$ cat src/ccip_if_pkg.sv
/* Host channel widths, header kind codes and the receive header views.
   Used by scoped name from every RTL block and from the testbench */
package ccip_if_pkg;

   localparam int data_w      = 64;   // Response and MMIO payload
   localparam int line_addr_w = 32;   // c0 read request address
   localparam int mmio_addr_w = 16;   // Dword MMIO address
   localparam int tid_w       = 9;    // MMIO transaction ID
   localparam int mdata_w     = 16;   // Request tag, echoed in response
   localparam int hdr_w       = 32;   // Receive header
   localparam int kind_w      = 2;
   localparam int rsp_type_w  = 4;

   // Padding so that both views fill hdr_w
   localparam int mmio_rsvd_w = hdr_w - kind_w - tid_w - mmio_addr_w;
   localparam int rsp_rsvd_w  = hdr_w - kind_w - rsp_type_w - mdata_w;

   // Kind codes, top two header bits in either view
   localparam logic [kind_w-1:0] kind_none    = 2'b00;
   localparam logic [kind_w-1:0] kind_mmio_rd = 2'b01;
   localparam logic [kind_w-1:0] kind_mmio_wr = 2'b10;
   localparam logic [kind_w-1:0] kind_rd_rsp  = 2'b11;

   // MMIO request view
   typedef struct packed {
      logic [kind_w-1:0]      kind;
      logic [mmio_rsvd_w-1:0] rsvd;
      logic [tid_w-1:0]       tid;    // Returned on c2
      logic [mmio_addr_w-1:0] addr;   // Dword offset
   } t_mmio_req_hdr;

   // Memory read response view
   typedef struct packed {
      logic [kind_w-1:0]      kind;
      logic [rsp_rsvd_w-1:0]  rsvd;
      logic [rsp_type_w-1:0]  rsp_type;
      logic [mdata_w-1:0]     mdata;  // Tag of the matching request
   } t_rd_rsp_hdr;

   // Same header word, decoded by kind
   typedef union packed {
      t_mmio_req_hdr mmio;
      t_rd_rsp_hdr   rsp;
   } t_c0_rx_hdr;

endpackage

$ cat src/afu_csr_pkg.sv
/* AFU register map, ID constant and read engine limits.
   Shared by the CSR file, the engine and the testbench data */
package afu_csr_pkg;

   // Dword offsets, each register spans two dwords
   localparam logic [ccip_if_pkg::mmio_addr_w-1:0] csr_afu_id    = 16'h0000;
   localparam logic [ccip_if_pkg::mmio_addr_w-1:0] csr_scratch   = 16'h0002;
   localparam logic [ccip_if_pkg::mmio_addr_w-1:0] csr_src_addr  = 16'h0004;
   localparam logic [ccip_if_pkg::mmio_addr_w-1:0] csr_num_lines = 16'h0006;
   localparam logic [ccip_if_pkg::mmio_addr_w-1:0] csr_ctrl      = 16'h0008;
   localparam logic [ccip_if_pkg::mmio_addr_w-1:0] csr_status    = 16'h000a;
   localparam logic [ccip_if_pkg::mmio_addr_w-1:0] csr_checksum  = 16'h000c;

   // Read-only ID
   localparam logic [ccip_if_pkg::data_w-1:0] afu_id_value = 64'h5eed_ac1e_0c0d_0001;

   localparam int max_lines_w = 8;   // Up to 255 lines per job

   // Bit positions
   localparam int ctrl_start_bit  = 0;
   localparam int status_done_bit = 0;
   localparam int status_busy_bit = 1;

endpackage

$ cat src/afu_csr_regs.sv
/* MMIO register file of the AFU. Decodes offsets from the demux, answers
   reads on c2 one cycle after the strobe and drives the read engine */
`timescale 1ns/1ps

module afu_csr_regs (
   input  logic                                pClk,
   input  logic                                arst_n,
   input  logic                                mmio_rd_strb,
   input  logic                                mmio_wr_strb,
   input  logic [ccip_if_pkg::mmio_addr_w-1:0] mmio_addr,
   input  logic [ccip_if_pkg::tid_w-1:0]       mmio_tid,
   input  logic [ccip_if_pkg::data_w-1:0]      mmio_wdata,
   input  logic                                busy,
   input  logic                                done,
   input  logic [ccip_if_pkg::data_w-1:0]      checksum,
   output logic                                start_pulse,
   output logic [ccip_if_pkg::line_addr_w-1:0] src_addr,
   output logic [afu_csr_pkg::max_lines_w-1:0] num_lines,
   output logic                                tx_c2_valid,
   output logic [ccip_if_pkg::tid_w-1:0]       tx_c2_tid,
   output logic [ccip_if_pkg::data_w-1:0]      tx_c2_data
);

   logic [ccip_if_pkg::data_w-1:0] scratch;   // Free host scratch
   logic [ccip_if_pkg::data_w-1:0] rd_data;   // Read mux result

   // Read mux
   always_comb begin
      rd_data = '0;                           // Unmapped reads give zero
      case (mmio_addr)
         afu_csr_pkg::csr_afu_id:    rd_data = afu_csr_pkg::afu_id_value;
         afu_csr_pkg::csr_scratch:   rd_data = scratch;
         afu_csr_pkg::csr_src_addr:  rd_data[ccip_if_pkg::line_addr_w-1:0] = src_addr;
         afu_csr_pkg::csr_num_lines: rd_data[afu_csr_pkg::max_lines_w-1:0] = num_lines;
         afu_csr_pkg::csr_status: begin
            rd_data[afu_csr_pkg::status_done_bit] = done;
            rd_data[afu_csr_pkg::status_busy_bit] = busy;
         end
         afu_csr_pkg::csr_checksum:  rd_data = checksum;
         default: ;                           // ctrl is self-clearing, reads zero
      endcase
   end

   // Writable registers and start
   always_ff @(posedge pClk or negedge arst_n) begin
      if (!arst_n) begin
         scratch     <= '0;
         src_addr    <= '0;
         num_lines   <= '0;
         start_pulse <= 1'b0;
      end else begin
         start_pulse <= 1'b0;                 // Single cycle
         if (mmio_wr_strb) begin
            case (mmio_addr)
               afu_csr_pkg::csr_scratch:
                  scratch <= mmio_wdata;
               afu_csr_pkg::csr_src_addr:
                  src_addr <= mmio_wdata[ccip_if_pkg::line_addr_w-1:0];
               afu_csr_pkg::csr_num_lines:
                  num_lines <= mmio_wdata[afu_csr_pkg::max_lines_w-1:0];
               afu_csr_pkg::csr_ctrl:
                  start_pulse <= mmio_wdata[afu_csr_pkg::ctrl_start_bit];
               default: ;                     // ID, status, checksum read-only
            endcase
         end
      end
   end

   // c2 response valid
   always_ff @(posedge pClk or negedge arst_n) begin
      if (!arst_n)
         tx_c2_valid <= 1'b0;
      else
         tx_c2_valid <= mmio_rd_strb;
   end

   // Response payload with its tid
   always_ff @(posedge pClk) begin
      if (mmio_rd_strb) begin
         tx_c2_tid  <= mmio_tid;
         tx_c2_data <= rd_data;
      end
   end

   // Every MMIO read answered next cycle with the same tid
   a_rd_rsp: assert property (@(posedge pClk) disable iff (!arst_n)
      mmio_rd_strb |=> (tx_c2_valid && (tx_c2_tid == $past(mmio_tid))));

endmodule

$ cat src/afu_read_engine.sv
/* Read engine. After a start it issues num_lines c0 read requests, pausing
   under almost-full, and sums the 64-bit response data into a checksum */
`timescale 1ns/1ps

module afu_read_engine (
   input  logic                                pClk,
   input  logic                                arst_n,
   input  logic                                start_pulse,
   input  logic [ccip_if_pkg::line_addr_w-1:0] src_addr,
   input  logic [afu_csr_pkg::max_lines_w-1:0] num_lines,
   input  logic                                rx_c0_almfull,
   input  logic                                rsp_strb,
   input  logic [ccip_if_pkg::data_w-1:0]      rsp_data,
   output logic                                tx_c0_valid,
   output logic [ccip_if_pkg::line_addr_w-1:0] tx_c0_addr,
   output logic [ccip_if_pkg::mdata_w-1:0]     tx_c0_mdata,
   output logic                                busy,
   output logic                                done,
   output logic [ccip_if_pkg::data_w-1:0]      checksum
);

   logic [afu_csr_pkg::max_lines_w-1:0] sent_cnt;    // Requests issued
   logic [afu_csr_pkg::max_lines_w-1:0] rcvd_cnt;    // Responses counted
   logic [afu_csr_pkg::max_lines_w-1:0] lines_r;     // Job length
   logic [ccip_if_pkg::line_addr_w-1:0] base_addr;   // Job start line
   logic [ccip_if_pkg::line_addr_w-1:0] line_idx;    // sent_cnt widened
   logic                                issue;       // Request on next edge

   // Almfull seen now holds off the request of the next cycle
   assign issue = busy && (sent_cnt != lines_r) && !rx_c0_almfull;

   assign line_idx =
      {{(ccip_if_pkg::line_addr_w - afu_csr_pkg::max_lines_w){1'b0}}, sent_cnt};

   always_ff @(posedge pClk or negedge arst_n) begin
      if (!arst_n) begin
         busy        <= 1'b0;
         done        <= 1'b0;
         tx_c0_valid <= 1'b0;
         sent_cnt    <= '0;
         rcvd_cnt    <= '0;
         lines_r     <= '0;
         base_addr   <= '0;
         checksum    <= '0;
      end else begin
         tx_c0_valid <= issue;
         if (start_pulse && !busy) begin      // Start while busy is ignored
            sent_cnt  <= '0;
            rcvd_cnt  <= '0;
            lines_r   <= num_lines;
            base_addr <= src_addr;
            checksum  <= '0;
            busy      <= (num_lines != '0);
            done      <= (num_lines == '0);   // Empty job ends at once
         end else if (busy) begin
            if (issue)
               sent_cnt <= sent_cnt + 1'b1;
            if (rsp_strb) begin
               rcvd_cnt <= rcvd_cnt + 1'b1;
               checksum <= checksum + rsp_data;   // Wraps mod 2^64
            end
            // Last response counted last cycle
            if (rcvd_cnt == lines_r) begin
               busy <= 1'b0;
               done <= 1'b1;                  // Held until next start
            end
         end
      end
   end

   // Request fields, index as tag
   always_ff @(posedge pClk) begin
      if (issue) begin
         tx_c0_addr  <= base_addr + line_idx;
         tx_c0_mdata <= {{(ccip_if_pkg::mdata_w - afu_csr_pkg::max_lines_w){1'b0}},
                         sent_cnt};
      end
   end

   // Back-pressure honoured one cycle on
   a_almfull: assert property (@(posedge pClk) disable iff (!arst_n)
      tx_c0_valid |-> !$past(rx_c0_almfull));

   // Host never returns more lines than were asked for
   a_rcvd_le_sent: assert property (@(posedge pClk) disable iff (!arst_n)
      rcvd_cnt <= sent_cnt);

endmodule

$ cat src/afu_top.sv
/* AFU top level. Connects the receive demux, CSR file and read engine
   to the host channel ports */
`timescale 1ns/1ps

module afu_top (
   input  logic                                pClk,
   input  logic                                arst_n,
   input  logic                                rx_c0_valid,
   input  ccip_if_pkg::t_c0_rx_hdr             rx_c0_hdr,
   input  logic [ccip_if_pkg::data_w-1:0]      rx_c0_data,
   input  logic                                rx_c0_almfull,
   output logic                                tx_c0_valid,
   output logic [ccip_if_pkg::line_addr_w-1:0] tx_c0_addr,
   output logic [ccip_if_pkg::mdata_w-1:0]     tx_c0_mdata,
   output logic                                tx_c2_valid,
   output logic [ccip_if_pkg::tid_w-1:0]       tx_c2_tid,
   output logic [ccip_if_pkg::data_w-1:0]      tx_c2_data
);

   // Demux to CSR file
   logic                                mmio_rd_strb;
   logic                                mmio_wr_strb;
   logic [ccip_if_pkg::mmio_addr_w-1:0] mmio_addr;
   logic [ccip_if_pkg::tid_w-1:0]       mmio_tid;
   logic [ccip_if_pkg::data_w-1:0]      mmio_wdata;

   // Demux to engine
   logic                                rsp_strb;
   logic [ccip_if_pkg::data_w-1:0]      rsp_data;

   // CSR file and engine
   logic                                start_pulse;
   logic [ccip_if_pkg::line_addr_w-1:0] src_addr;
   logic [afu_csr_pkg::max_lines_w-1:0] num_lines;
   logic                                busy;
   logic                                done;
   logic [ccip_if_pkg::data_w-1:0]      checksum;

   c0_rx_demux demux_i (
      .pClk         (pClk),
      .arst_n       (arst_n),
      .rx_c0_valid  (rx_c0_valid),
      .rx_c0_hdr    (rx_c0_hdr),
      .rx_c0_data   (rx_c0_data),
      .mmio_rd_strb (mmio_rd_strb),
      .mmio_wr_strb (mmio_wr_strb),
      .rsp_strb     (rsp_strb),
      .mmio_addr    (mmio_addr),
      .mmio_tid     (mmio_tid),
      .mmio_wdata   (mmio_wdata),
      .rsp_data     (rsp_data)
   );

   afu_csr_regs csr_i (
      .pClk         (pClk),
      .arst_n       (arst_n),
      .mmio_rd_strb (mmio_rd_strb),
      .mmio_wr_strb (mmio_wr_strb),
      .mmio_addr    (mmio_addr),
      .mmio_tid     (mmio_tid),
      .mmio_wdata   (mmio_wdata),
      .busy         (busy),
      .done         (done),
      .checksum     (checksum),
      .start_pulse  (start_pulse),
      .src_addr     (src_addr),
      .num_lines    (num_lines),
      .tx_c2_valid  (tx_c2_valid),
      .tx_c2_tid    (tx_c2_tid),
      .tx_c2_data   (tx_c2_data)
   );

   afu_read_engine engine_i (
      .pClk          (pClk),
      .arst_n        (arst_n),
      .start_pulse   (start_pulse),
      .src_addr      (src_addr),
      .num_lines     (num_lines),
      .rx_c0_almfull (rx_c0_almfull),
      .rsp_strb      (rsp_strb),
      .rsp_data      (rsp_data),
      .tx_c0_valid   (tx_c0_valid),
      .tx_c0_addr    (tx_c0_addr),
      .tx_c0_mdata   (tx_c0_mdata),
      .busy          (busy),
      .done          (done),
      .checksum      (checksum)
   );

endmodule

$ cat src/c0_rx_demux.sv
/* Registers the c0 receive word and splits it into MMIO read, MMIO write
   and read response strobes, one cycle after rx_c0_valid */
`timescale 1ns/1ps

module c0_rx_demux (
   input  logic                                pClk,
   input  logic                                arst_n,
   input  logic                                rx_c0_valid,
   input  ccip_if_pkg::t_c0_rx_hdr             rx_c0_hdr,
   input  logic [ccip_if_pkg::data_w-1:0]      rx_c0_data,
   output logic                                mmio_rd_strb,
   output logic                                mmio_wr_strb,
   output logic                                rsp_strb,
   output logic [ccip_if_pkg::mmio_addr_w-1:0] mmio_addr,
   output logic [ccip_if_pkg::tid_w-1:0]       mmio_tid,
   output logic [ccip_if_pkg::data_w-1:0]      mmio_wdata,
   output logic [ccip_if_pkg::data_w-1:0]      rsp_data
);

   logic is_mmio_rd;
   logic is_mmio_wr;
   logic is_rsp;

   // Kind sits in the same bits of both views
   assign is_mmio_rd = rx_c0_valid && (rx_c0_hdr.mmio.kind == ccip_if_pkg::kind_mmio_rd);
   assign is_mmio_wr = rx_c0_valid && (rx_c0_hdr.mmio.kind == ccip_if_pkg::kind_mmio_wr);
   assign is_rsp     = rx_c0_valid && (rx_c0_hdr.rsp.kind == ccip_if_pkg::kind_rd_rsp);

   always_ff @(posedge pClk or negedge arst_n) begin
      if (!arst_n) begin
         mmio_rd_strb <= 1'b0;
         mmio_wr_strb <= 1'b0;
         rsp_strb     <= 1'b0;
      end else begin
         mmio_rd_strb <= is_mmio_rd;   // kind_none gives nothing
         mmio_wr_strb <= is_mmio_wr;
         rsp_strb     <= is_rsp;
      end
   end

   // Fields of the matching view, held until next match
   always_ff @(posedge pClk) begin
      if (is_mmio_rd || is_mmio_wr) begin
         mmio_addr <= rx_c0_hdr.mmio.addr;
         mmio_tid  <= rx_c0_hdr.mmio.tid;
      end
      if (is_mmio_wr)
         mmio_wdata <= rx_c0_data;     // Write payload
      if (is_rsp)
         rsp_data   <= rx_c0_data;     // Line data for the checksum
   end

   // One header kind per cycle, so at most one strobe
   a_strb_onehot: assert property (@(posedge pClk) disable iff (!arst_n)
      $onehot0({mmio_rd_strb, mmio_wr_strb, rsp_strb}));

endmodule

$ cat config.mk
export PLATFORM = sky130hd
export DESIGN_NAME = afu_top
export DESIGN_NICKNAME = d
export VERILOG_FILES = /design/src/ccip_if_pkg.sv /design/src/afu_csr_pkg.sv /design/src/afu_csr_regs.sv /design/src/afu_read_engine.sv /design/src/afu_top.sv /design/src/c0_rx_demux.sv
export SDC_FILE = /design/constraint.sdc
export NUM_CORES = 1
export LEC_CHECK = 0
export BUFFER_PORTS_ARGS = -buffer_cell sky130_fd_sc_hd__buf_2
export CORE_MARGIN = 2
export CORE_UTILIZATION = 30
export DETAILED_ROUTE_END_ITERATION = 16
export GPL_ROUTABILITY_DRIVEN = 1
export HOLD_SLACK_MARGIN = 0.08
export SLEW_MARGIN = 15
export SYNTH_ARGS = -nofsm -noshare
export SYNTH_HDL_FRONTEND = slang
export SYNTH_SLANG_ARGS = --single-unit
$ cat constraint.sdc
create_clock -name pClk -period 4.2 [get_ports pClk]
set_input_delay 0.42 -clock pClk [delete_from_list [all_inputs] [get_ports pClk]]
set_output_delay 0.42 -clock pClk [all_outputs]
set_load 0.02 [all_outputs]
Word-level counts from Yosys, hierarchy flattened

Cells that the tools add are included.

Register bits: 498
Bits of input ports: 100
Output and inout bits: 123
Word-level logic and storage cells: 82

$add $sub $neg: 4
Eq/ne operators: 11
Mux-type cells: 21
Reduce and logical (&&, ||, !) cells: 22

Operators with widths:

| cell                  | count |
|---|---|
| $mux W64              | 3 |
| $pmux W24 S4          | 1 |
| $pmux W32 S3          | 1 |
| $add A64 B64 Y64      | 1 |
| $eq A16 B4 Y1 const B | 3 |
| $mux W8               | 6 |
| $add A32 B8 Y32       | 1 |
| $eq A16 B3 Y1 const B | 2 |
| $pmux W6 S4           | 1 |
| $add A8 B1 Y8 const B | 2 |
| $eq A16 B2 Y1 const B | 1 |
| $logic_not A16 Y1     | 1 |
| $pmux W2 S6           | 1 |
| $reduce_and A2 Y1     | 6 |
| $eq A8 B8 Y1          | 1 |
| $logic_not A8 Y1      | 1 |
| $mux W1               | 8 |
| $ne A8 B8 Y1          | 1 |
| $reduce_bool A2 Y1    | 4 |
| $reduce_bool A8 Y1    | 1 |
| $logic_and A1 B1 Y1   | 6 |
| $eq A2 B2 Y1 const B  | 2 |
| $eq A2 B1 Y1 const B  | 1 |
| $logic_not A1 Y1      | 2 |
| $logic_or A1 B1 Y1    | 1 |

Depth between registers and ports, before layout

Depth in word-level cells: 6
Gate-level depth with buffers: 13
Gate-level depth less buffers: 13

By module

Synthesis repeated with hierarchy kept, for this count alone.

Cells, all modules: 1,840
Area, all modules: 22,574.2 sq um

Modules (own cells, without submodules):

| module          | times used | cells each | area an instance (sq um) | sequential area each (sq um) |
|---|---|---|---|---|
| afu_read_engine | 1          | 1,205      | 10,657.7                 | 4,279.1 |
| afu_csr_regs    | 1          | 473        | 7,206.9                  | 4,844.6 |
| c0_rx_demux     | 1          | 162        | 4,709.5                  | 4,669.5 |

Least setup slack after synthesis

Ideal clock, no wire load.

Kind: reg-to-reg
Start point: reg engine_i.sent_cnt[3] (netlist bit)
End point: reg engine_i.sent_cnt[7] (netlist bit)
Library setup time: 0.078 ns
Arrival time: 3.658 ns
Data required time: 4.122 ns
Path slack: 0.464 ns
Stages on the path, launching flop included: 8
Path buffers: 1
Period minus slack after synthesis: 3.736 ns
Cells stage by stage: dfrtp_1 -> clkbuf_1 -> xor2_1 -> nor4_1 -> a211oi_2 -> nand4_1 -> or3_1 -> a21oi_1

Word-level cells in the longest chain between the ends: 5
Elaborated cells on any way between the ends: 9
Those cells by class: add/sub: 1; eq/ne: 1; mux: 3; reduce/logical: 4

Ends and longest elaborated chain:

| item                              | line                  | RTL |
|---|---|---|
| start, declared                   | afu_read_engine.sv:22 | `logic [afu_csr_pkg::max_lines_w-1:0] sent_cnt;` |
| start signal, assigned            | afu_read_engine.sv:57 | `sent_cnt <= sent_cnt + 1'b1;` |
| $ne A8 B8 Y1                      | afu_read_engine.sv:30 | `assign issue = busy && (sent_cnt != lines_r) && !rx_c0_almfull;` |
| $logic_and A1 B1 Y1 (2 in series) | afu_read_engine.sv:30 |  |
| named net engine_i.issue          | afu_read_engine.sv:27 | `logic issue;` |
| $reduce_bool A2 Y1 (no line)      | -                     |  |
| $reduce_and A2 Y1 (no line)       | -                     |  |

The timed path passes the listed nets, and every way through them passes these cells. The select of a mux whose other input is x is not followed.
A chain may end at the register's enable or synchronous reset.

Worst setup path in the final report

Start point: reg engine_i.sent_cnt[0] (netlist bit)
End point: reg engine_i.tx_c0_addr[28] (netlist bit), data pin

Word-level cells in the longest chain between the ends: 1

Ends and longest elaborated chain:

| item                 | line                  | RTL |
|---|---|---|
| $add A32 B8 Y32      | afu_read_engine.sv:74 | `tx_c0_addr <= base_addr + line_idx;` |
| end signal, assigned | afu_read_engine.sv:74 |  |
| end, declared        | afu_read_engine.sv:15 | `output logic [ccip_if_pkg::line_addr_w-1:0] tx_c0_addr,` |

No other way between the ends.

==> results.md <==
* Drt total wl at 61070 um
* Final Cell Area at 27420 um^2
* Worst path arrival time at 3930 ps
* Vias in the first global route at 15810
* Buffers on Ports at 209
* Final GP Congestion at 0.8875
* Skew final at 27.43 ps
* Rel. slew slack at 0.3138
* Grt ovf at 0
* Detailed Route Iter0 Violations at between 1000 and 1500
* Worst path bufs/invs at 1
* Status: finished, final reports clean
* Asr flop ratio synth at 0.4659
* Post-synthesis sequential area ratio at 0.6157
* CP delay by family, top: compound AO/OA/AOI/OAI gates
* Via count at 15140
* Final slew viol count at 0
* Nets at 2281
* Syn Inst Count at ~1800
* H-tree Lvls at 2
* Die height at 277.3 um
* Tcrit/Tclk final at 0.8513
* Simple-gate share of the synthesized area at 0.09830
* Pleak at 11.86 nW
* Startpoint types: flop
* Total GRT Usage at 0.1581
* MaxCap Viol Count at 0
* Hold endpoint: engine_i.tx_c0_mdata[0]$_DFFE_PP_
* Crit. End Element: flop
* Layout cell share with drive strength beyond 1 at 0.2096
* Hold path start: rx_c0_almfull
* XOR/XNOR share of the synthesized area at 0.04183
* Worst path cell trace: ha_1 -> inv_1 -> fa_1 -> nor2b_1 -> o21ai_0 -> a21boi_0 -> o21ai_0 -> a21boi_0 -> o21a_1 -> o2111a_1 -> nor2b_1 -> nand3_1 -> xnor2_1
* Setup Buffers After CTS at 0
* DRC violations left at 0
* Ports at around 220
* Clk_lat worst skew at 610 ps
* Worst r2r dst: engine_i.tx_c0_addr[28]$_DFFE_PP_
* Largest net degree at the start of global routing at 93
* Initial core utilization at 0.3019
* Finished Core Util at 0.3695
* Actual slew at the worst max-slew pin at 1029 ps
* Final Hold Violating Endpoints at 0
* Final WS setup at 624.5 ps
* Pwr Density at 394.5 nW/um^2
* Core area at 74200 um^2
* Synth Area in Adders at 0.04256
* Placed instance area at approximately 25000 um^2
* R2r setup slk at 620 ps
* Clock sinks at 498
* Hold buffer count at cts at 92
* Initial antenna violation count at 7
* Number of synthesized flops with an enable pin at ~270
* Clock root buffer: clkbuf_16
* Slowest stage cell, crit path: dfrtp_1
* Fin Setup TNS at 0 ps
* Mux share of post-synthesis cell area at 0.06685
* DR WL/cell at 19.55 um
* Synthesized flop and latch total at 498
* Critical path's largest stage delay at 470 ps
* Die area at 76880 um^2
* RSZ-0062 raised after global routing: no
* Synth Area in Compound Gates at 0.1116
* Unique masters post-synth at 69
* Combinational family with the most area after synthesis: compound AO/OA/AOI/OAI gates
* Critical path class: reg -> reg
* Worst R2R Start: engine_i.sent_cnt[0]$_DFFE_PN0P_
* Fill cell total of the finished layout at between 7000 and 8000
* Clock-pin slew on the worst setup and hold paths at 60 ps
* Pwr Total at about 11 mW
* Fmax at 279.7 MHz
* Yosys warns at 0
* Dpl hpwl at between 40000 and 50000 um
* Row Count at 100
* VDD IR-drop max at 0.3002 mV
* Main synth FF type: edfxtp_1
* FF-to-FF path depth at 13
* Hold Path Depth at 2
* First-pass GRT wire length at between 90000 and 100000 um
* Critical Path RT at 4550 ps
* CP max FO at 6
* Syn avg cell area at 12.38 um^2
* Post-CTS sizing at 0
* Area grow syn2layout at 22.37%
* Vias/cell at between 4 and 5
* Place WS at 635.0 ps
* Post-route ant nets at 0
* Worst hold path class: in -> reg
* Die width at between 200 and 300 um
* Post-Syn Area at 22400 um^2
* Longest Clk Path Bufs at 3
* Min Clock Period, post-route at 3576 ps
* Total clock buffers created by CTS at 54
* CTS tree: built
* Setup violators final at 0
* TritonRoute pass-1 iters at 5
## layout by cell type, fill, tap and decap left out, types with 9 or more instances in the layout
| cell type | synthesis | layout |
|---|---|---|
| dfrtp_1 | 232 | 231 |
| nand3_1 | 25 | 25 |
| a31oi_1 | 9 | 9 |
| bufinv_16 | 0 | 9 |
| o21bai_1 | 16 | 16 |
| a221o_1 | 24 | 24 |
| xor2_1 | 52 | 52 |
| a22o_1 | 23 | 23 |
| nor3_1 | 22 | 21 |
| mux2_2 | 109 | 109 |
| buf_2 | 12 | 208 |
| dlygate4sd3_1 | 0 | 92 |
| o21ai_1 | 12 | 12 |
| and3_1 | 21 | 20 |
| inv_1 | 33 | 33 |
| a21oi_1 | 74 | 74 |
| nand2_1 | 278 | 278 |
| edfxtp_1 | 266 | 266 |
| buf_4 | 8 | 20 |
| a21o_1 | 34 | 34 |
| xnor2_1 | 55 | 55 |
| nand4_1 | 29 | 29 |
| o21ai_0 | 123 | 123 |
| ha_1 | 73 | 73 |
| clkbuf_16 | 0 | 55 |
| mux2i_1 | 27 | 27 |
| nor2_1 | 58 | 56 |
| clkbuf_1 | 64 | 14 |
## through the flow
stage,hold slack [ps],std cells
after floorplan,124.4,1817
after global placement,400.3,2927
after detailed placement,404.5,2927
after CTS,199.4,3121
after global routing,214.0,3124
final,224.2,3124
## kinds of logic (layout without fill, tap and decap cells)
logic type,count (synthesis),after routing
flops,498,498
simple gates,491,491
compound gates,377,377
mux,136,136
buf+inv,125,460
xor+xnor,107,107
fa+ha+maj,75,75
other cells,1,11
## synthesized netlist by cell type (21+ instances only)
master      n  area (um^2)
nor3_1     22        110.1
nor2_1     58        217.7
ha_1       73        913.4
inv_1      33        123.9
and3_1     21        131.4
dfrtp_1   232         5806
nand2_1   278         1044
xnor2_1    55        481.7
a21oi_1    74        370.4
a22o_1     23        201.4
mux2_2    109         1227
nand4_1    29        181.4
a221o_1    24        240.2
clkbuf_1   64        240.2
edfxtp_1  266         7988
nand3_1    25        125.1
a21o_1     34        255.2
xor2_1     52        455.4
mux2i_1    27        270.3
o21ai_0   123        615.6
## final cells by class
cell class	count	area [um^2]	share of cell area
flip-flops and latches	498	13800	0.5033
clock buffers	75	1511	0.05513
diodes	3	7.507	0.0002738
repair buffers	325	2207	0.08051
multi-input cells	1194	8162	0.2977
inverters	33	123.9	0.004518
clock inverters	27	394.1	0.01438
well taps	969	1212	0.04422
## worst max path at each step
stage	depth (start not counted)	startpoint	slack, ps	to
after floorplan	7	engine_i.sent_cnt[3]$_DFFE_PN0P_	460	engine_i.sent_cnt[7]$_DFFE_PN0P_
after global placement	13	engine_i.sent_cnt[0]$_DFFE_PN0P_	630	engine_i.tx_c0_addr[26]$_DFFE_PP_
after detailed placement	13	engine_i.sent_cnt[0]$_DFFE_PN0P_	640	engine_i.tx_c0_addr[30]$_DFFE_PP_
after CTS	13	engine_i.sent_cnt[0]$_DFFE_PN0P_	610	engine_i.tx_c0_addr[28]$_DFFE_PP_
after global routing	13	engine_i.sent_cnt[0]$_DFFE_PN0P_	300	engine_i.tx_c0_addr[26]$_DFFE_PP_
final	13	engine_i.sent_cnt[0]$_DFFE_PN0P_	620	engine_i.tx_c0_addr[28]$_DFFE_PP_
## layer usage
metal  part of all wire  global-route usage  vias up  wire length, um
met3              0.047             0.02468       95             2874
met4              0.026             0.05128        6             1615
met1               0.44              0.2052     7488            26680
met5            0.00064                   0        -               39
li1                   -                   -     7178                -
met2               0.49              0.2697      368            29860
## report_power, final
part | switching [mW] | internal, mW | leakage [nW]
combinational | 0.268 | 0.166 | 5.28
clock | 2.00 | 3.08 | 0.930
sequential | 0.0475 | 5.26 | 5.65
## state kept, by name, indices dropped and copies added, names as in the netlist, 8 cells and up
register / count
demux_i.mmio_addr: 16
engine_i.tx_c0_addr: 32
csr_i.src_addr: 32
demux_i.rsp_data: 64
engine_i.rcvd_cnt: 8
engine_i.sent_cnt: 8
engine_i.checksum: 64
csr_i.scratch: 64
csr_i.tx_c2_tid: 9
engine_i.base_addr: 32
engine_i.tx_c0_mdata: 8
csr_i.tx_c2_data: 64
csr_i.num_lines: 8
demux_i.mmio_wdata: 64
demux_i.mmio_tid: 9
engine_i.lines_r: 8
Power figures use the tool's default switching activity.
